==> src/rtl/wg_params.svh <==
`ifndef WG_PARAMS_SVH
`define WG_PARAMS_SVH

// Number of transaction slots tracked at once
`define WG_MAX_TXNS 4

// Observed AXI field widths
`define WG_ID_WIDTH 4
`define WG_ADDR_WIDTH 16
`define WG_LEN_WIDTH 4

// Cycle counters and budgets
`define WG_CNT_WIDTH 10

`endif

==> src/rtl/wg_axi_pkg.sv <==
`include "wg_params.svh"

package wg_axi_pkg;

  // AW and B transaction ID
  typedef logic [`WG_ID_WIDTH-1:0] axi_id_t;

  // Write address as seen on AW
  typedef logic [`WG_ADDR_WIDTH-1:0] axi_addr_t;

  // Burst length, beats minus one
  typedef logic [`WG_LEN_WIDTH-1:0] axi_len_t;

endpackage

==> src/rtl/wg_guard_pkg.sv <==
`include "wg_params.svh"

package wg_guard_pkg;

  // Index into the slot tables
  typedef logic [$clog2(`WG_MAX_TXNS)-1:0] slot_idx_t;

  // Cycle counter, also used for budgets
  typedef logic [`WG_CNT_WIDTH-1:0] cnt_t;

  // Life of one slot
  typedef enum logic [1:0] {
    WS_IDLE,
    WS_DATA,
    WS_RESP,
    WS_FAULT
  } write_state_e;

  // Lower value wins when several faults show up together
  typedef enum logic [2:0] {
    FAULT_NONE,
    FAULT_TABLE_FULL,
    FAULT_UNWANTED_B,
    FAULT_AW_STALL,
    FAULT_W_TIMEOUT,
    FAULT_B_TIMEOUT
  } fault_cause_e;

endpackage

==> src/rtl/wg_slot_if.sv <==
`timescale 1ns/1ps

interface wg_slot_if;
  import wg_guard_pkg::*;

  // Allocation on an AW handshake
  logic      alloc_valid;
  slot_idx_t alloc_idx;
  logic      overflow;

  // Head slot for the ID of the current B handshake
  logic      rsp_hit;
  slot_idx_t rsp_idx;

  // Completed slot going back to the free pool
  logic      release_valid;
  slot_idx_t release_idx;

  modport queue (
    output alloc_valid, alloc_idx, overflow, rsp_hit, rsp_idx,
    input  release_valid, release_idx
  );

  modport tracker (
    input  alloc_valid, alloc_idx, overflow, rsp_hit, rsp_idx,
    output release_valid, release_idx
  );

endinterface

==> src/rtl/wg_id_queue.sv <==
`timescale 1ns/1ps
`include "wg_params.svh"

module wg_id_queue (
  input  logic                clk_i,
  input  logic                rst_ni,
  input  logic                flush_i,
  input  logic                aw_valid_i,
  input  logic                aw_ready_i,
  input  wg_axi_pkg::axi_id_t aw_id_i,
  input  logic                b_valid_i,
  input  logic                b_ready_i,
  input  wg_axi_pkg::axi_id_t b_id_i,
  wg_slot_if.queue            slot_if
);
  import wg_axi_pkg::*;
  import wg_guard_pkg::*;

  localparam int unsigned NumSlots = `WG_MAX_TXNS;

  // One head-tail entry per ID in flight
  typedef struct packed {
    logic      valid;
    axi_id_t   id;
    slot_idx_t head;
    slot_idx_t tail;
  } ht_entry_t;

  ht_entry_t [NumSlots-1:0] ht_q, ht_d;
  slot_idx_t [NumSlots-1:0] next_q, next_d;
  logic      [NumSlots-1:0] used_q, used_d;
  logic      [NumSlots-1:0] rel_hit;
  logic      [NumSlots-1:0] rsp_match;

  logic      aw_hs;
  logic      slot_found;
  logic      id_found;
  slot_idx_t free_slot;
  slot_idx_t free_ht;
  slot_idx_t id_ht;

  assign aw_hs = aw_valid_i && aw_ready_i;

  for (genvar i = 0; i < NumSlots; i++) begin : gen_match
    assign rel_hit[i]   = ht_q[i].valid && (ht_q[i].head == slot_if.release_idx);
    assign rsp_match[i] = ht_q[i].valid && (ht_q[i].id == b_id_i);
  end

  always_comb begin
    ht_d       = ht_q;
    next_d     = next_q;
    used_d     = used_q;
    slot_found = 1'b0;
    free_slot  = '0;
    free_ht    = '0;
    id_found   = 1'b0;
    id_ht      = '0;

    // Release goes first so the freed slot is usable by an AW in the same cycle
    if (slot_if.release_valid) begin
      used_d[slot_if.release_idx] = 1'b0;
      for (int i = 0; i < NumSlots; i++) begin
        if (rel_hit[i]) begin
          if (ht_q[i].head == ht_q[i].tail) begin
            ht_d[i].valid = 1'b0;
          end else begin
            ht_d[i].head = next_q[ht_q[i].head];
          end
        end
      end
    end

    // Walk downwards so the lowest free index wins
    for (int i = NumSlots - 1; i >= 0; i--) begin
      if (!used_d[i]) begin
        slot_found = 1'b1;
        free_slot  = slot_idx_t'(i);
      end
      if (!ht_d[i].valid) begin
        free_ht = slot_idx_t'(i);
      end
      if (ht_d[i].valid && (ht_d[i].id == aw_id_i)) begin
        id_found = 1'b1;
        id_ht    = slot_idx_t'(i);
      end
    end

    if (aw_hs && slot_found) begin
      used_d[free_slot] = 1'b1;
      if (id_found) begin
        // Known ID, append behind its tail
        next_d[ht_d[id_ht].tail] = free_slot;
        ht_d[id_ht].tail         = free_slot;
      end else begin
        ht_d[free_ht] = '{valid: 1'b1, id: aw_id_i, head: free_slot, tail: free_slot};
      end
    end
  end

  assign slot_if.alloc_valid = aw_hs && slot_found;
  assign slot_if.alloc_idx   = free_slot;
  assign slot_if.overflow    = aw_hs && !slot_found;
  assign slot_if.rsp_hit     = b_valid_i && b_ready_i && (|rsp_match);

  // Responses always complete the oldest slot of their ID
  always_comb begin
    slot_if.rsp_idx = '0;
    for (int i = 0; i < NumSlots; i++) begin
      if (rsp_match[i]) begin
        slot_if.rsp_idx = ht_q[i].head;
      end
    end
  end

  always_ff @(posedge clk_i or negedge rst_ni) begin
    if (!rst_ni) begin
      ht_q   <= '0;
      used_q <= '0;
    end else if (flush_i) begin
      ht_q   <= '0;
      used_q <= '0;
    end else begin
      ht_q   <= ht_d;
      used_q <= used_d;
    end
  end

  // Next pointers are only followed from slots in use
  always_ff @(posedge clk_i) begin
    next_q <= next_d;
  end

  // The tracker must complete slots in per-ID order
  assert property (@(posedge clk_i) disable iff (!rst_ni)
    slot_if.release_valid |-> (|rel_hit))
    else $error("released slot %0d is not the head of its ID", slot_if.release_idx);

endmodule

==> src/rtl/wg_w_order_fifo.sv <==
`timescale 1ns/1ps
`include "wg_params.svh"

module wg_w_order_fifo #(
  parameter int unsigned Depth = `WG_MAX_TXNS
) (
  input  logic                    clk_i,
  input  logic                    rst_ni,
  input  logic                    flush_i,
  input  logic                    push_i,
  input  wg_guard_pkg::slot_idx_t push_idx_i,
  input  logic                    pop_i,
  output wg_guard_pkg::slot_idx_t w_slot_o,
  output logic                    w_slot_valid_o
);
  import wg_guard_pkg::*;

  localparam int unsigned PtrWidth = (Depth > 1) ? $clog2(Depth) : 1;

  slot_idx_t           mem_q [Depth];
  logic [PtrWidth-1:0] wr_ptr_q, rd_ptr_q;
  logic [PtrWidth:0]   count_q;
  logic                full;

  // Wraps for depths that are not a power of two
  function automatic logic [PtrWidth-1:0] ptr_inc(input logic [PtrWidth-1:0] ptr);
    return (ptr == PtrWidth'(Depth - 1)) ? '0 : ptr + 1'b1;
  endfunction

  assign full           = (count_q == (PtrWidth + 1)'(Depth));
  assign w_slot_valid_o = (count_q != '0);
  assign w_slot_o       = mem_q[rd_ptr_q];

  always_ff @(posedge clk_i or negedge rst_ni) begin
    if (!rst_ni) begin
      wr_ptr_q <= '0;
      rd_ptr_q <= '0;
      count_q  <= '0;
    end else if (flush_i) begin
      wr_ptr_q <= '0;
      rd_ptr_q <= '0;
      count_q  <= '0;
    end else begin
      if (push_i) begin
        wr_ptr_q <= ptr_inc(wr_ptr_q);
      end
      if (pop_i) begin
        rd_ptr_q <= ptr_inc(rd_ptr_q);
      end
      case ({push_i, pop_i})
        2'b10:   count_q <= count_q + 1'b1;
        2'b01:   count_q <= count_q - 1'b1;
        default: count_q <= count_q;
      endcase
    end
  end

  always_ff @(posedge clk_i) begin
    if (push_i) begin
      mem_q[wr_ptr_q] <= push_idx_i;
    end
  end

  // The queue only hands out free slots, so the order FIFO cannot overrun
  assert property (@(posedge clk_i) disable iff (!rst_ni) push_i |-> !full)
    else $error("push into full W order FIFO");

endmodule

==> src/rtl/wg_slot_tracker.sv <==
`timescale 1ns/1ps
`include "wg_params.svh"

module wg_slot_tracker (
  input  logic                       clk_i,
  input  logic                       rst_ni,
  input  logic                       flush_i,
  input  logic                       aw_valid_i,
  input  logic                       aw_ready_i,
  input  wg_axi_pkg::axi_addr_t      aw_addr_i,
  input  wg_axi_pkg::axi_len_t       aw_len_i,
  input  logic                       w_valid_i,
  input  logic                       w_ready_i,
  input  logic                       w_last_i,
  input  logic                       b_valid_i,
  input  logic                       b_ready_i,
  input  wg_guard_pkg::slot_idx_t    w_slot_i,
  input  logic                       w_slot_valid_i,
  input  wg_guard_pkg::cnt_t         budget_aw_i,
  input  wg_guard_pkg::cnt_t         budget_w_beat_i,
  input  wg_guard_pkg::cnt_t         budget_b_i,
  wg_slot_if.tracker                 slot_if,
  output logic                       fault_o,
  output wg_guard_pkg::fault_cause_e fault_cause_o,
  output wg_axi_pkg::axi_addr_t      fault_addr_o
);
  import wg_axi_pkg::*;
  import wg_guard_pkg::*;

  localparam int unsigned NumSlots = `WG_MAX_TXNS;

  write_state_e  state_q  [NumSlots];
  cnt_t          cnt_q    [NumSlots];
  cnt_t          budget_q [NumSlots];
  axi_addr_t     addr_q   [NumSlots];
  logic [NumSlots-1:0] w_to, b_to;

  cnt_t      stall_cnt_q;
  cnt_t      data_budget;
  logic      w_last_hs;
  logic      b_hs;
  logic      unwanted_b;
  logic      aw_stall;
  logic      w_to_any, b_to_any;
  slot_idx_t w_to_idx, b_to_idx;

  // W budget scales with the number of beats in the burst
  assign data_budget = budget_w_beat_i * (cnt_t'(aw_len_i) + cnt_t'(1));

  assign w_last_hs = w_valid_i && w_ready_i && w_last_i;
  assign b_hs      = b_valid_i && b_ready_i;

  assign slot_if.release_valid = slot_if.rsp_hit && (state_q[slot_if.rsp_idx] == WS_RESP);
  assign slot_if.release_idx   = slot_if.rsp_idx;

  assign unwanted_b = b_hs && (!slot_if.rsp_hit || (state_q[slot_if.rsp_idx] != WS_RESP));
  assign aw_stall   = aw_valid_i && !aw_ready_i && (stall_cnt_q == budget_aw_i);

  // Consecutive cycles of AW valid without ready
  always_ff @(posedge clk_i or negedge rst_ni) begin
    if (!rst_ni) begin
      stall_cnt_q <= '0;
    end else if (flush_i || !aw_valid_i || aw_ready_i) begin
      stall_cnt_q <= '0;
    end else begin
      stall_cnt_q <= stall_cnt_q + 1'b1;
    end
  end

  for (genvar i = 0; i < NumSlots; i++) begin : gen_slot
    logic alloc_hit, w_done_hit, rel_hit;

    assign alloc_hit  = slot_if.alloc_valid && (slot_if.alloc_idx == slot_idx_t'(i));
    assign w_done_hit = w_last_hs && w_slot_valid_i && (w_slot_i == slot_idx_t'(i));
    assign rel_hit    = slot_if.release_valid && (slot_if.release_idx == slot_idx_t'(i));
    assign w_to[i]    = (state_q[i] == WS_DATA) && (cnt_q[i] == budget_q[i]);
    assign b_to[i]    = (state_q[i] == WS_RESP) && (cnt_q[i] == budget_b_i);

    always_ff @(posedge clk_i or negedge rst_ni) begin
      if (!rst_ni) begin
        state_q[i] <= WS_IDLE;
        cnt_q[i]   <= '0;
      end else if (flush_i) begin
        state_q[i] <= WS_IDLE;
        cnt_q[i]   <= '0;
      end else if (alloc_hit) begin
        state_q[i] <= WS_DATA;
        cnt_q[i]   <= '0;
      end else begin
        case (state_q[i])
          WS_DATA: begin
            if (w_done_hit) begin
              state_q[i] <= WS_RESP;
              cnt_q[i]   <= '0;
            end else begin
              cnt_q[i] <= cnt_q[i] + 1'b1;
              if (w_to[i]) begin
                state_q[i] <= WS_FAULT;
              end
            end
          end
          WS_RESP: begin
            if (rel_hit) begin
              state_q[i] <= WS_IDLE;
              cnt_q[i]   <= '0;
            end else begin
              cnt_q[i] <= cnt_q[i] + 1'b1;
              if (b_to[i]) begin
                state_q[i] <= WS_FAULT;
              end
            end
          end
          // Idle and faulted slots hold their counter
          default: ;
        endcase
      end
    end

    always_ff @(posedge clk_i) begin
      if (alloc_hit) begin
        addr_q[i]   <= aw_addr_i;
        budget_q[i] <= data_budget;
      end
    end
  end

  always_comb begin
    w_to_any      = 1'b0;
    w_to_idx      = '0;
    b_to_any      = 1'b0;
    b_to_idx      = '0;
    fault_cause_o = FAULT_NONE;
    fault_addr_o  = '0;

    // Lowest timed-out slot wins
    for (int i = NumSlots - 1; i >= 0; i--) begin
      if (w_to[i]) begin
        w_to_any = 1'b1;
        w_to_idx = slot_idx_t'(i);
      end
      if (b_to[i]) begin
        b_to_any = 1'b1;
        b_to_idx = slot_idx_t'(i);
      end
    end

    if (slot_if.overflow) begin
      fault_cause_o = FAULT_TABLE_FULL;
      fault_addr_o  = aw_addr_i;
    end else if (unwanted_b) begin
      fault_cause_o = FAULT_UNWANTED_B;
    end else if (aw_stall) begin
      fault_cause_o = FAULT_AW_STALL;
      fault_addr_o  = aw_addr_i;
    end else if (w_to_any) begin
      fault_cause_o = FAULT_W_TIMEOUT;
      fault_addr_o  = addr_q[w_to_idx];
    end else if (b_to_any) begin
      fault_cause_o = FAULT_B_TIMEOUT;
      fault_addr_o  = addr_q[b_to_idx];
    end
  end

  assign fault_o = (fault_cause_o != FAULT_NONE);

  // Any slot the queue returns for a response must be one this tracker holds in use
  assert property (@(posedge clk_i) disable iff (!rst_ni)
    slot_if.rsp_hit |-> (state_q[slot_if.rsp_idx] != WS_IDLE))
    else $error("response lookup names idle slot %0d", slot_if.rsp_idx);

endmodule

==> src/rtl/write_guard.sv <==
`timescale 1ns/1ps

module write_guard (
  input  logic                       clk_i,
  input  logic                       rst_ni,
  input  logic                       aw_valid_i,
  input  logic                       aw_ready_i,
  input  wg_axi_pkg::axi_id_t        aw_id_i,
  input  wg_axi_pkg::axi_addr_t      aw_addr_i,
  input  wg_axi_pkg::axi_len_t       aw_len_i,
  input  logic                       w_valid_i,
  input  logic                       w_ready_i,
  input  logic                       w_last_i,
  input  logic                       b_valid_i,
  input  logic                       b_ready_i,
  input  wg_axi_pkg::axi_id_t        b_id_i,
  input  wg_guard_pkg::cnt_t         budget_aw_i,
  input  wg_guard_pkg::cnt_t         budget_w_beat_i,
  input  wg_guard_pkg::cnt_t         budget_b_i,
  input  logic                       reset_clear_i,
  output logic                       irq_o,
  output logic                       reset_req_o,
  output wg_guard_pkg::fault_cause_e fault_cause_o,
  output wg_axi_pkg::axi_addr_t      fault_addr_o
);
  import wg_axi_pkg::*;
  import wg_guard_pkg::*;

  wg_slot_if slot_if ();

  slot_idx_t    w_slot;
  logic         w_slot_valid;
  logic         w_pop;
  logic         fault;
  fault_cause_e fault_cause;
  axi_addr_t    fault_addr;
  logic         latched_q;
  fault_cause_e cause_q;
  axi_addr_t    addr_q;

  // Last beat retires the oldest burst, stray beats are dropped
  assign w_pop = w_valid_i && w_ready_i && w_last_i && w_slot_valid;

  wg_id_queue i_id_queue (
    .clk_i      (clk_i),
    .rst_ni     (rst_ni),
    .flush_i    (reset_clear_i),
    .aw_valid_i (aw_valid_i),
    .aw_ready_i (aw_ready_i),
    .aw_id_i    (aw_id_i),
    .b_valid_i  (b_valid_i),
    .b_ready_i  (b_ready_i),
    .b_id_i     (b_id_i),
    .slot_if    (slot_if.queue)
  );

  wg_w_order_fifo i_w_order_fifo (
    .clk_i          (clk_i),
    .rst_ni         (rst_ni),
    .flush_i        (reset_clear_i),
    .push_i         (slot_if.alloc_valid),
    .push_idx_i     (slot_if.alloc_idx),
    .pop_i          (w_pop),
    .w_slot_o       (w_slot),
    .w_slot_valid_o (w_slot_valid)
  );

  wg_slot_tracker i_slot_tracker (
    .clk_i           (clk_i),
    .rst_ni          (rst_ni),
    .flush_i         (reset_clear_i),
    .aw_valid_i      (aw_valid_i),
    .aw_ready_i      (aw_ready_i),
    .aw_addr_i       (aw_addr_i),
    .aw_len_i        (aw_len_i),
    .w_valid_i       (w_valid_i),
    .w_ready_i       (w_ready_i),
    .w_last_i        (w_last_i),
    .b_valid_i       (b_valid_i),
    .b_ready_i       (b_ready_i),
    .w_slot_i        (w_slot),
    .w_slot_valid_i  (w_slot_valid),
    .budget_aw_i     (budget_aw_i),
    .budget_w_beat_i (budget_w_beat_i),
    .budget_b_i      (budget_b_i),
    .slot_if         (slot_if.tracker),
    .fault_o         (fault),
    .fault_cause_o   (fault_cause),
    .fault_addr_o    (fault_addr)
  );

  // Sticky fault record, only the first fault after a clear is kept
  always_ff @(posedge clk_i or negedge rst_ni) begin
    if (!rst_ni) begin
      latched_q <= 1'b0;
      cause_q   <= FAULT_NONE;
      addr_q    <= '0;
    end else if (reset_clear_i) begin
      latched_q <= 1'b0;
      cause_q   <= FAULT_NONE;
      addr_q    <= '0;
    end else if (fault && !latched_q) begin
      latched_q <= 1'b1;
      cause_q   <= fault_cause;
      addr_q    <= fault_addr;
    end
  end

  assign irq_o         = latched_q;
  assign reset_req_o   = latched_q;
  assign fault_cause_o = cause_q;
  assign fault_addr_o  = addr_q;

endmodule

==> config.mk <==
export PLATFORM = sky130hd
export DESIGN_NAME = write_guard
export DESIGN_NICKNAME = d
export VERILOG_FILES = /design/src/rtl/wg_axi_pkg.sv /design/src/rtl/wg_guard_pkg.sv /design/src/rtl/wg_slot_if.sv /design/src/rtl/wg_id_queue.sv /design/src/rtl/wg_w_order_fifo.sv /design/src/rtl/wg_slot_tracker.sv /design/src/rtl/write_guard.sv
export VERILOG_INCLUDE_DIRS = /design/src /design/src/rtl
export SDC_FILE = /design/constraint.sdc
export NUM_CORES = 1
export LEC_CHECK = 0
export BUFFER_PORTS_ARGS = -buffer_cell sky130_fd_sc_hd__clkbuf_2
export CORE_MARGIN = 1
export CORE_UTILIZATION = 45
export CTS_CLUSTER_SIZE = 10
export DETAILED_ROUTE_END_ITERATION = 6
export GPL_TIMING_DRIVEN = 0
export PLACE_DENSITY = 0.66
export SYNTH_ARGS = -nofsm -noshare
export SYNTH_HDL_FRONTEND = slang
export SYNTH_SLANG_ARGS = --single-unit
export TNS_END_PERCENT = 10
==> constraint.sdc <==
create_clock -name clk_i -period 9.1 [get_ports clk_i]
set_input_delay 0.91 -clock clk_i [delete_from_list [all_inputs] [get_ports clk_i]]
set_output_delay 0.91 -clock clk_i [all_outputs]
set_load 0.005 [all_outputs]
### Word-level counts from Yosys, hierarchy flattened

Memory sizes are Yosys's and may differ from the RTL's.
Cells that the tools add are included.

| cells by class | value |
|---|---|
| add/sub/neg operators | 10 |
| multiply operators | 1 |
| magnitude comparators | 15 |
| equal/unequal tests | 56 |
| mux-type cells | 197 |
| bitwise gates (word level) | 4 |
| reductions and logical operators | 83 |

Operator list:

| cell | number |
|---|---|
| 2-to-1 mux 10 bit | 20 |
| 2-to-1 mux 2 bit | 81 |
| 2-to-1 mux 16 bit | 10 |
| 2-to-1 mux 36 bit | 3 |
| == test 10 bit | 9 |
| one-hot mux 10 bit (2 select lines) | 4 |
| bitwise mux 36 bit | 2 |
| adder 10 x 1 -> 10 bit, second input constant | 5 |
| logical AND 1 bit | 50 |
| 2-to-1 mux 1 bit | 48 |
| OR reduction 16 bit | 3 |
| inequality test 5 x 2 -> 1 bit, second input constant | 8 |
| demux 9 bit (select 2 bit) | 2 |
| == test 4 bit | 8 |
| OR reduction 10 bit | 3 |
| == test 2 bit, second input constant | 14 |
| < comparator 2 x 3 -> 1 bit, second input constant | 9 |
| 2-to-1 mux 3 bit | 8 |
| binary-select mux 2 bit (select 2 bit) | 5 |
| binary-select mux 9 bit (select 2 bit) | 1 |
| == test 2 x 1 -> 1 bit, second input constant | 8 |
| == test 2 bit | 8 |
| one-hot mux 2 bit (2 select lines) | 4 |
| nonzero test 4 bit | 4 |
| 26 further kinds | 49 |

| storage, ports and cells | value |
|---|---|
| flip-flop bits (word level) | 133 |
| bits in writable memories | 112 |
| input bits | 68 |
| memories | 3 |

Memories:

| memory | words | bits a word | read ports | clocked after memory_dff | wr ports | line | RTL |
|---|---|---|---|---|---|---|---|
| i_slot_tracker.addr_q | 4 | 16 | 2 | 0 | 1 | wg_slot_tracker.sv:35 | `axi_addr_t addr_q [NumSlots];` |
| i_slot_tracker.budget_q | 4 | 10 | 4 | 0 | 1 | wg_slot_tracker.sv:34 | `cnt_t budget_q [NumSlots];` |
| i_w_order_fifo.mem_q | 4 | 2 | 1 | 0 | 1 | wg_w_order_fifo.sv:20 | `slot_idx_t mem_q [Depth];` |

### Longest topological paths before layout

Gate-level depths: netlist (run 1).

| depth | value |
|---|---|
| depth in word-level cells | 26 |
| gate-level depth with buffers | 18 |

### Hierarchy

Synthesis (run 1) repeated with hierarchy kept, for this count alone.

| second synthesis, totals | value |
|---|---|
| cell total of the unflattened synthesis | 1411 |
| area total of the unflattened synthesis | 15025.7 um^2 |

By module, submodules not included:

| module | instances | cells an instance | area each (um^2) | seq. area each (um^2) |
|---|---|---|---|---|
| wg_slot_tracker | 1 | 904 | 9705.6 | 4574.4 |
| wg_id_queue | 1 | 361 | 3460.8 | 1241.2 |
| write_guard | 1 | 92 | 1073.5 | 500.5 |
| wg_w_order_fifo | 1 | 54 | 785.8 | 415.4 |

### Worst setup path before layout (run 1)

No wires, ideal clock.

| timing path | value |
|---|---|
| kind | in2reg |
| start | input b_id_i[3] |
| end | memory i_slot_tracker.addr_q[1][0] (netlist bit), enable pin |
| data arrival time | 4.567 ns |
| required time | 8.699 ns |
| setup slack | 4.133 ns |
| stages | 12 |
| buffers on the path | 3 |
| cells stage by stage | buf_2 > xnor2_1 > nand3_1 > nor2_1 > mux2_2 > o211ai_1 > a21oi_1 > buf_2 > nand3_1 > nand2_1 > a211oi_1 > clkbuf_1 |

| on the way | value |
|---|---|
| word-level cells in the longest chain between the ends | 25 |

Ends and longest elaborated chain:

| element | line | RTL |
|---|---|---|
| from (decl) | write_guard.sv:16 | `input wg_axi_pkg::axi_id_t b_id_i,` |
| == test 4 bit | wg_id_queue.sv:46 | `assign rsp_match[i] = ht_q[i].valid && (ht_q[i].id == b_id_i);` |
| logical AND 1 bit | wg_id_queue.sv:46 |  |
| 2-to-1 mux 2 bit (4 in series) | wg_id_queue.sv:109 | `if (rsp_match[i]) begin` |
| < comparator 2 x 3 -> 1 bit (implied by the code), or another cell as far along | wg_id_queue.sv:61 | `used_d[slot_if.release_idx] = 1'b0;` |
| logical AND 1 bit (implied by the code) / binary-select mux 2 bit (select 2 bit) (equally long branches) | wg_id_queue.sv:61, wg_slot_tracker.sv:53 |  |
| 2-to-1 mux 1 bit (implied by the code) / 2-to-1 mux 2 bit (equally long branches) | wg_id_queue.sv:61, wg_slot_tracker.sv:53 |  |
| demux 1 bit (select 2 bit) / 2-to-1 mux 2 bit (equally long branches) | -- |  |
| inverter 4 bit (no line) / == test 2 bit (equally long branches) | -- |  |
| (+2 left out) | -- |  |
| 2-to-1 mux 2 bit / 2-to-1 mux 1 bit (equally long branches) (4 in series) | wg_id_queue.sv:75 | `if (!used_d[i]) begin` |
| == test 2 x 1 -> 1 bit / logical AND 1 bit (equally long branches) | wg_slot_tracker.sv:73, wg_id_queue.sv:100 |  |
| logical AND 1 bit * | wg_slot_tracker.sv:73 | `assign alloc_hit = slot_if.alloc_valid && (slot_if.alloc_idx == slot_idx_t'(i));` |
| net i_slot_tracker.gen_slot[1].alloc_hit | wg_slot_tracker.sv:71 | `logic alloc_hit, w_done_hit, rel_hit;` |
| 2-to-1 mux 1 bit * | wg_slot_tracker.sv:120 | `if (alloc_hit) begin` |
| 2-to-1 mux 1 bit (implied by the code) * | wg_slot_tracker.sv:121 | `addr_q[i] <= aw_addr_i;` |
| OR reduction 16 bit (no line) | -- |  |
| 2-to-1 mux 2 bit (no line) / 2-to-1 mux 1 bit (equally long branches) (3 in series) | -- |  |
| to (decl) | wg_slot_tracker.sv:35 |  |

The timed path passes the listed nets; every way through them passes the cells marked *. The select of a mux whose other input is x is not followed.

### Worst setup path in the final report (run 1)

| timing path | value |
|---|---|
| start | input b_id_i[0] |
| end | memory i_slot_tracker.addr_q[3][1] (netlist bit), enable pin |

RTL lines:

| element | line |
|---|---|
| == test 4 bit | wg_id_queue.sv:46 |
| logical AND 1 bit | wg_id_queue.sv:46 |
| 2-to-1 mux 2 bit (4 in series) | wg_id_queue.sv:109 |
| < comparator 2 x 3 -> 1 bit (implied by the code), or another cell as far along | wg_id_queue.sv:61 |
| logical AND 1 bit (implied by the code) / binary-select mux 2 bit (select 2 bit) (equally long branches) | wg_id_queue.sv:61, wg_slot_tracker.sv:53 |
| 2-to-1 mux 1 bit (implied by the code) / 2-to-1 mux 2 bit (equally long branches) | wg_id_queue.sv:61, wg_slot_tracker.sv:53 |
| demux 1 bit (select 2 bit) / 2-to-1 mux 2 bit (equally long branches) | -- |
| inverter 4 bit (no line) / == test 2 bit (equally long branches) | -- |
| (+2 left out) | -- |
| 2-to-1 mux 2 bit / 2-to-1 mux 1 bit (equally long branches) (4 in series) | wg_id_queue.sv:75 |
| == test 2 bit / logical AND 1 bit (equally long branches) | wg_slot_tracker.sv:73, wg_id_queue.sv:100 |
| logical AND 1 bit * | wg_slot_tracker.sv:73 |
| net i_slot_tracker.gen_slot[3].alloc_hit | wg_slot_tracker.sv:71 |
| 2-to-1 mux 1 bit * | wg_slot_tracker.sv:120 |
| 2-to-1 mux 1 bit (implied by the code) * | wg_slot_tracker.sv:121 |
| OR reduction 16 bit (no line) | -- |
| 2-to-1 mux 2 bit (no line) / 2-to-1 mux 1 bit (equally long branches) | -- |

Marks and branches as above.

==> reports/summary.txt, run 1 <==
final hold viol count -> 0
DP HPWL -> 28100 um
Post-synth ARST share -> 51.0%
Flop pwr share -> 46.8%
Arr. time, crit path -> 5.67 ns
global-route wire length before repair -> 62300 um
Crit path buffers/inverters -> 3
switching power -> 683 uW
IO Port Bufs -> 72
M1 WL -> 17800 um
FF-to-FF setup slack -> 3.65 ns
most frequent cells in the layout -> nor2_1, dfrtp_1, edfxtp_1, a21oi_1, xnor2_1
Clk Latency, worst-skew pair -> 0.56 ns
Clock Skews -> 0.0239 ns
PD cells -> 159 mW/mm^2
worst min path class -> primary input to async pin
Root Driver -> clkbuf_16
CP peak stage delay -> 0.90 ns
First-pass DRT Iterations -> 5
critical path's slowest cell -> buf_2
commonest non-fill, non-tap cell in the layout -> nor2_1
footprint of the multi-input gates -> 0.00769 mm^2
cts hold-fix bufs -> 0
Synth-to-Final Area Change -> 12.7%
unique cell type count in the Yosys netlist -> 80
CP Capture Type -> register
fin nets -> 1673
slew margin rel. -> 33.5%
clock network power share -> 40.8%
#FFs+latches synth -> 245
leakage -> 0.00648 uW
RSZ-0062 raised after global routing -> false
die width -> 184 um
outcome -> complete, no violations
wire length per cell -> 19.3 um
PnR worst setup slack -> 3.59 ns
Comb pwr share -> 12.4%
Peak Freq -> 182 MHz
Num CTS Buffers -> 30
Max-Cap Viols -> 0
drt initial violations -> 1009
DRT Wirelength -> 39200 um
maximum fanout along the worst path -> 35
CP delay by family, top -> simple AND/OR/NAND/NOR gates
IO Count -> 89
vias in the first global route -> 11500
Vias -> 11600
largest net degree at the start of global routing -> 102
cell mode on critical path -> buf_2
layout cells sized above 1 -> 12.4%
FF+latch area -> 0.00673 mm^2
syn avg cell area -> 10.2 um^2
crit start category -> primary input
TritonCTS clock tree -> yes
post-cts sizing count -> 0
# H-tree levels -> 1
Post-synth EDFFs -> 120
DP Worst Slack -> 3.11 ns
ys flop type -> dfrtp_1
min Tclk post-route -> 5.51 ns
Starting Density -> 45.8%
Slew Limit Fails -> 0
Die Area -> 0.0338 mm^2
internal cell power -> 1980 uW
FILL cells -> 2991
clock buffer depth -> 3
clk sinks -> 245
core area -> 0.0325 mm^2
Remaining DRCs -> 0
Total GRT Usage -> 23.4%
die height -> 184 um
Mapped Cells -> 1458
worst slew pin tran -> 0.997 ns
Cell Rows -> 66
post-synth design cell area -> 0.0149 mm^2
sequential-to-total area share from yosys stat -> 45.2%
final antenna-violating net count -> 0
syn nets -> 1566
fin crit share -> 60.5%
post-route setup TNS -> 0 ns
Vias per Instance -> 5.73
Top Layer Used -> met4
WS Path Type -> primary input to register
Crit path required time -> 9.27 ns
yosys warns -> 0
Met3 Wirelength -> 2170 um
initial antenna violation count -> 0
# Post-CTS Setup Buffers -> 0
n_diodes -> 0
gr ovfl total -> 0
Final GP Congestion -> 0.939
wire length on met2 -> 18500 um
Worst-path clk slew -> 0.06 ns
Final Setup Violations -> 0
Sw Share -> 25.6%
crit path cell chain -> clkbuf_2 > xnor2_1 > nand3_1 > nor2_1 > mux2_2 > o211ai_1 > a21oi_1 > buf_2 > nand2_1 > nand4_1 > nor4_2 > buf_2
VDD IR max -> 0.132 mV
[through the flow]
stage	total power, uW	utilization, %	hold slack [ns]	instances	cell area (um^2)
2_1_floorplan	1480	-	0.474	1458	14900
3_3_place_gp	1590	48.6	0.477	1972	15800
3_5_place_dp	1600	48.9	0.477	1975	15900
4_1_cts	2690	51.6	0.223	2029	16800
5_1_grt	2780	51.6	0.228	2029	16800
6_report	2670	51.6	0.237	2029	16800
[area by class of cell]
type | count | share of cell area, %
Multi-Input combinational cell | 1094 | 45.8
Sequential cell | 245 | 40.1
Clock buffer | 51 | 5.12
Tap cell | 442 | 3.29
Timing Repair Buffer | 75 | 2.65
Buffer | 80 | 1.98
Inverter | 39 | 0.872
Clock inverter | 3 | 0.179
[routing by layer]
layer	track usage, %	vias to the layer above
li1	-	5480
met1	32.5	5712
met2	38.9	367
met3	2.93	69
met4	5.63	0
met5	0	-
[cell families after synthesis]
logic type / count (synthesis) / share of synthesized area (%)
AOI/OAI and AO/OA: 296 / 13.3
adders and majority gates: 40 / 4.27
DFF: 245 / 45.2
muxes: 113 / 8.10
xor gates and xnor gates: 157 / 9.23
and+or+nand+nor: 488 / 16.7
buffers and inverters: 119 / 3.20
[worst paths after layout]
path,start,endpoint,depth (start not counted)
hold / removal,rst_ni,i_slot_tracker.cnt_q[36],1
setup reg to reg,i_id_queue.ht_q[30],i_slot_tracker.addr_q[3][1],11
setup / recovery,b_id_i[0],i_slot_tracker.addr_q[3][1],12
min in group clk_i,fault_addr_o[1],fault_addr_o[1],1
hold reg to reg,fault_addr_o[1],fault_addr_o[1],1
max in group asynchronous,rst_ni,i_slot_tracker.cnt_q[11],2
[synth_stat cells, types with 40 or more instances]
library cell / number / area share [%]
nor2_1: 152 / 3.8
dfrtp_1: 125 / 21
edfxtp_1: 120 / 24
a21oi_1: 113 / 3.8
xnor2_1: 109 / 6.4
nand2_1: 76 / 1.9
mux2i_1: 70 / 4.7
clkbuf_1: 62 / 1.6
xor2_1: 48 / 2.8
o21ai_0: 47 / 1.6
nand3_1: 46 / 1.5
mux2_2: 40 / 3.0
[registers in the layout, indices dropped and copies added (netlist names)]
name and cells:
i_id_queue.next_q 8, i_slot_tracker.cnt_q 40, fault_cause_o 3, i_slot_tracker.stall_cnt_q 10, i_w_order_fifo.rd_ptr_q 2, fault_addr_o 16
i_slot_tracker.budget_q 40, i_id_queue.ht_q 36, i_w_order_fifo.mem_q 8, i_slot_tracker.addr_q 64, i_slot_tracker.state_q 8, irq_o 1
i_id_queue.used_q 4, i_w_order_fifo.count_q 3, i_w_order_fifo.wr_ptr_q 2
[power groups by stage]
stage	clock [uW]	sequential (uW)	combinational, uW
global placement	0	1270	321
CTS	1110	1250	335
floorplan	0	1260	220
finish	1090	1250	330
detailed placement	0	1270	333
global route	1160	1250	369
Power figures use the tool's default switching activity.
==> run 2: changes to the inputs <==
--- a/config.mk
+++ b/config.mk
@@ -12,7 +12,7 @@
 export CTS_CLUSTER_SIZE = 10
 export DETAILED_ROUTE_END_ITERATION = 6
 export GPL_TIMING_DRIVEN = 0
-export PLACE_DENSITY = 0.66
+export PLACE_DENSITY = 0.68
 export SYNTH_ARGS = -nofsm -noshare
 export SYNTH_HDL_FRONTEND = slang
 export SYNTH_SLANG_ARGS = --single-unit
==> constraint.sdc (replaced) <==
create_clock -name clk_i -period 4.68 [get_ports clk_i]
set_input_delay 0.468 -clock clk_i [delete_from_list [all_inputs] [get_ports clk_i]]
set_output_delay 0.468 -clock clk_i [all_outputs]
set_load 0.005 [all_outputs]
==> reports/summary.txt, run 2 (synthesis gave the netlist of run 1 again) <==
Vias per Instance -> 5.76 (was 5.73)
clk sinks -> 245 (unchanged)
met3 usage -> 2.40% (was 2.93%)
FILL cells -> 2957 (was 2991)
Final Setup Violations -> 0 (unchanged)
FF-to-FF setup slack -> 0.20 ns (was 3.65 ns)
Num CTS Buffers -> 29 (was 30)
CP delay by family, top -> compound AO/OA/AOI/OAI gates (was simple AND/OR/NAND/NOR gates)
Reg with most FFs -> i_slot_tracker.addr_q (unchanged)
area post-placement -> 0.0159 mm^2 (about the same)
global-route wire length before repair -> 62200 um (was 62300 um)
TritonCTS clock tree -> yes (unchanged)
Starting Density -> 45.8% (unchanged)
hold_sp -> aw_addr_i[12]
DP HPWL -> 28100 um (about the same)
worst min path class -> primary input to register (was primary input to async pin)
post-route cell area -> 0.0168 mm^2 (about the same)
Crit path required time -> 5.09 ns (was 9.27 ns)
FF-to-FF Start -> i_id_queue.ht_q[15] (was i_id_queue.ht_q[30])
RSZ-0062 raised after global routing -> true (was false)
Worst-path clk slew -> 0.06 ns (about the same)
die height -> 184 um (unchanged)
drt initial violations -> 975 (was 1009)
Remaining DRCs -> 0 (unchanged)
CP Capture Type -> register (unchanged)
global routing met2 resource utilization -> 38.1% (was 38.9%)
initial antenna violation count -> 0 (unchanged)
Cell Rows -> 66 (unchanged)
maximum fanout along the worst path -> 10 (was 35)
vias in the first global route -> 11600 (was 11500)
Clk Latency, worst-skew pair -> 0.56 ns (about the same)
gr ovfl total -> 0 (unchanged)
fin crit share -> 95.7%
# H-tree levels -> 1 (unchanged)
wire length per cell -> 19.3 um (about the same)
DRT Wirelength -> 39300 um (was 39200 um)
IO Count -> 89 (unchanged)
grt met1 use -> 32.2% (was 32.5%)
Final Instance Count excl. Fillers -> 2030 (was 2029)
most frequent cells in the layout -> nor2_1, dfrtp_1, edfxtp_1, a21oi_1, xnor2_1 (unchanged)
worst slew pin tran -> 0.908 ns (was 0.997 ns)
Crit path buffers/inverters -> 2 (was 3)
clock buffer depth -> 3 (unchanged)
Largest register FFs -> 64 (unchanged)
reg2reg end -> i_w_order_fifo.count_q[2] (was i_slot_tracker.addr_q[3][1])
Max-Cap Viols -> 0 (unchanged)
n_diodes -> 0 (unchanged)
Slew Limit Fails -> 0 (unchanged)
placed cell count -> 1974 (was 1975)
Root Driver -> clkbuf_16 (unchanged)
PD cells -> 304 mW/mm^2 (was 159 mW/mm^2)
layout cells sized above 1 -> 12.5% (was 12.4%)
Worst Hold End -> i_slot_tracker.addr_q[0][12]
final antenna-violating net count -> 0 (unchanged)
CP peak stage delay -> 0.54 ns (was 0.90 ns)
final hold viol count -> 0 (unchanged)
die width -> 184 um (unchanged)
gr busiest metal -> met2 (unchanged)
First-pass DRT Iterations -> 5 (unchanged)
Clock Skews -> 0.0208 ns (was 0.0239 ns)
VDD IR max -> 0.291 mV (was 0.132 mV)
Reg2Reg Depth -> 16 (was 11)
Arr. time, crit path -> 4.88 ns (was 5.67 ns)
WS Path Type -> register to register (was primary input to register)
Vias -> 11700 (was 11600)
Peak Freq -> 223 MHz
Crit path depth -> 16 (was 12)
critical path's slowest cell -> a311oi_4 (was buf_2)
commonest non-fill, non-tap cell in the layout -> nor2_1 (unchanged)
fin nets -> 1673 (unchanged)
Synth-to-Final Area Change -> 12.9% (was 12.7%)
crit start category -> register (was primary input)
Die Area -> 0.0338 mm^2 (unchanged)
outcome -> complete, no violations (unchanged)
Total GRT Usage -> 23.4% (about the same)
Final GP Congestion -> 0.898 (was 0.939)
min Tclk post-route -> 4.48 ns
post-layout util -> 51.7% (was 51.6%)
largest net degree at the start of global routing -> 102 (unchanged)
crit path cell chain -> xnor2_1 > and3_1 > nand3_1 > a311oi_4 > nor2_2 > o2bb2ai_2 > a21o_1 > buf_2 > a21oi_2 > buf_2 > nor3_1 > fa_1 > or3_1 > o22ai_1 > xnor2_1 > nor2_1 (was clkbuf_2 > xnor2_1 > nand3_1 > nor2_1 > mux2_2 > o211ai_1 > a21oi_1 > buf_2 > nand2_1 > nand4_1 > nor4_2 > buf_2)
Top Registers -> i_slot_tracker.addr_q x64, i_slot_tracker.budget_q x40, i_slot_tracker.cnt_q x40 (unchanged)
slew margin rel. -> 39.5% (was 33.5%)
leakage -> 0.00647 uW (was 0.00648 uW)
IO Port Bufs -> 72 (unchanged)
core area -> 0.0325 mm^2 (unchanged)
hold depth -> 1
[run 2: cell count changes in the layout (fill, tap and decap cells not counted), sizes merged]
cell,previous run,this run
clkbuf,185,184
dlygate4sd3,0,1
buf,21,22
[run 2: routing by layer]
| metal | share of wire [%] | vias up |
|---|---|---|
| met5 | 0 | - |
| met3 | 5.3 | 81 |
| met2 | 46 | 383 |
| met1 | 45 | 5749 |
| li1 | - | 5481 |
| met4 | 3.3 | 0 |
[run 2: how the worst max path moves through the flow]
stage	start	end	slack [ns]
after detailed placement	b_id_i[1]	i_slot_tracker.addr_q[3][7]	-0.88
final	i_id_queue.ht_q[15]	i_w_order_fifo.count_q[2]	0.20
after floorplan	b_id_i[3]	i_slot_tracker.addr_q[1][0]	0.15
after global routing	i_id_queue.ht_q[13]	i_id_queue.next_q[7]	-0.07
after global placement	b_id_i[1]	i_slot_tracker.budget_q[1][1]	-1.37
after CTS	i_id_queue.ht_q[15]	i_slot_tracker.addr_q[1][4]	0.03
[run 2: cell type report]
cell class | instances | area, um^2 | area share, %
Multi-Input combinational cell | 1094 | 7740 | 46.0
Tap cell | 442 | 553 | 3.29
Sequential cell | 245 | 6730 | 40.0
Buffer | 80 | 364 | 2.16
Inverter | 39 | 146 | 0.870
Clock buffer | 51 | 818 | 4.86
Timing Repair Buffer | 76 | 442 | 2.63
Clock inverter | 3 | 30.0 | 0.179
[run 2: report_power, final]
| part | total (uW) | switching [uW] | internal, uW | leakage, uW |
|---|---|---|---|---|
| combinational | 643 | 401 | 243 | 0.00323 |
| sequential | 2430 | 48.1 | 2380 | 0.00283 |
| clock | 2050 | 873 | 1180 | 0.000407 |
| total | 5120 | 1320 | 3800 | 0.00647 |
[run 2: repair_timing]
item / 4_1_cts / 5_1_grt
setup buffers: 1 / 0
hold buffers: 1 / 0
endpoints found under the hold margin: 24 / 0
resized for setup: 6 / 15
pin swaps: 1 / 1
endpoints found under the setup margin: 106 / 125
[run 2: stage by stage]
step	power, uW	TNS [ns]	worst slack (ns)	hold slack (ns)
4_1_cts	5160	0	0.0326	0.133
6_report	5120	0	0.203	0.145
3_3_place_gp	3090	-124.55	-1.37	0.477
2_1_floorplan	2880	0	0.155	0.172
3_5_place_dp	3110	-79.84	-0.884	0.372
5_1_grt	5330	-0.302	-0.0743	0.149
[run 2: worst register-to-register path: cells and delay by family (launching register included)]
family                     cells  cell delay (ns)
xor gates and xnor gates       2             0.35
adders and majority gates      1             0.39
DFF                            1             0.42
buffers and inverters          2             0.49
and+or+nand+nor                6             1.21
AOI/OAI and AO/OA              5             1.48
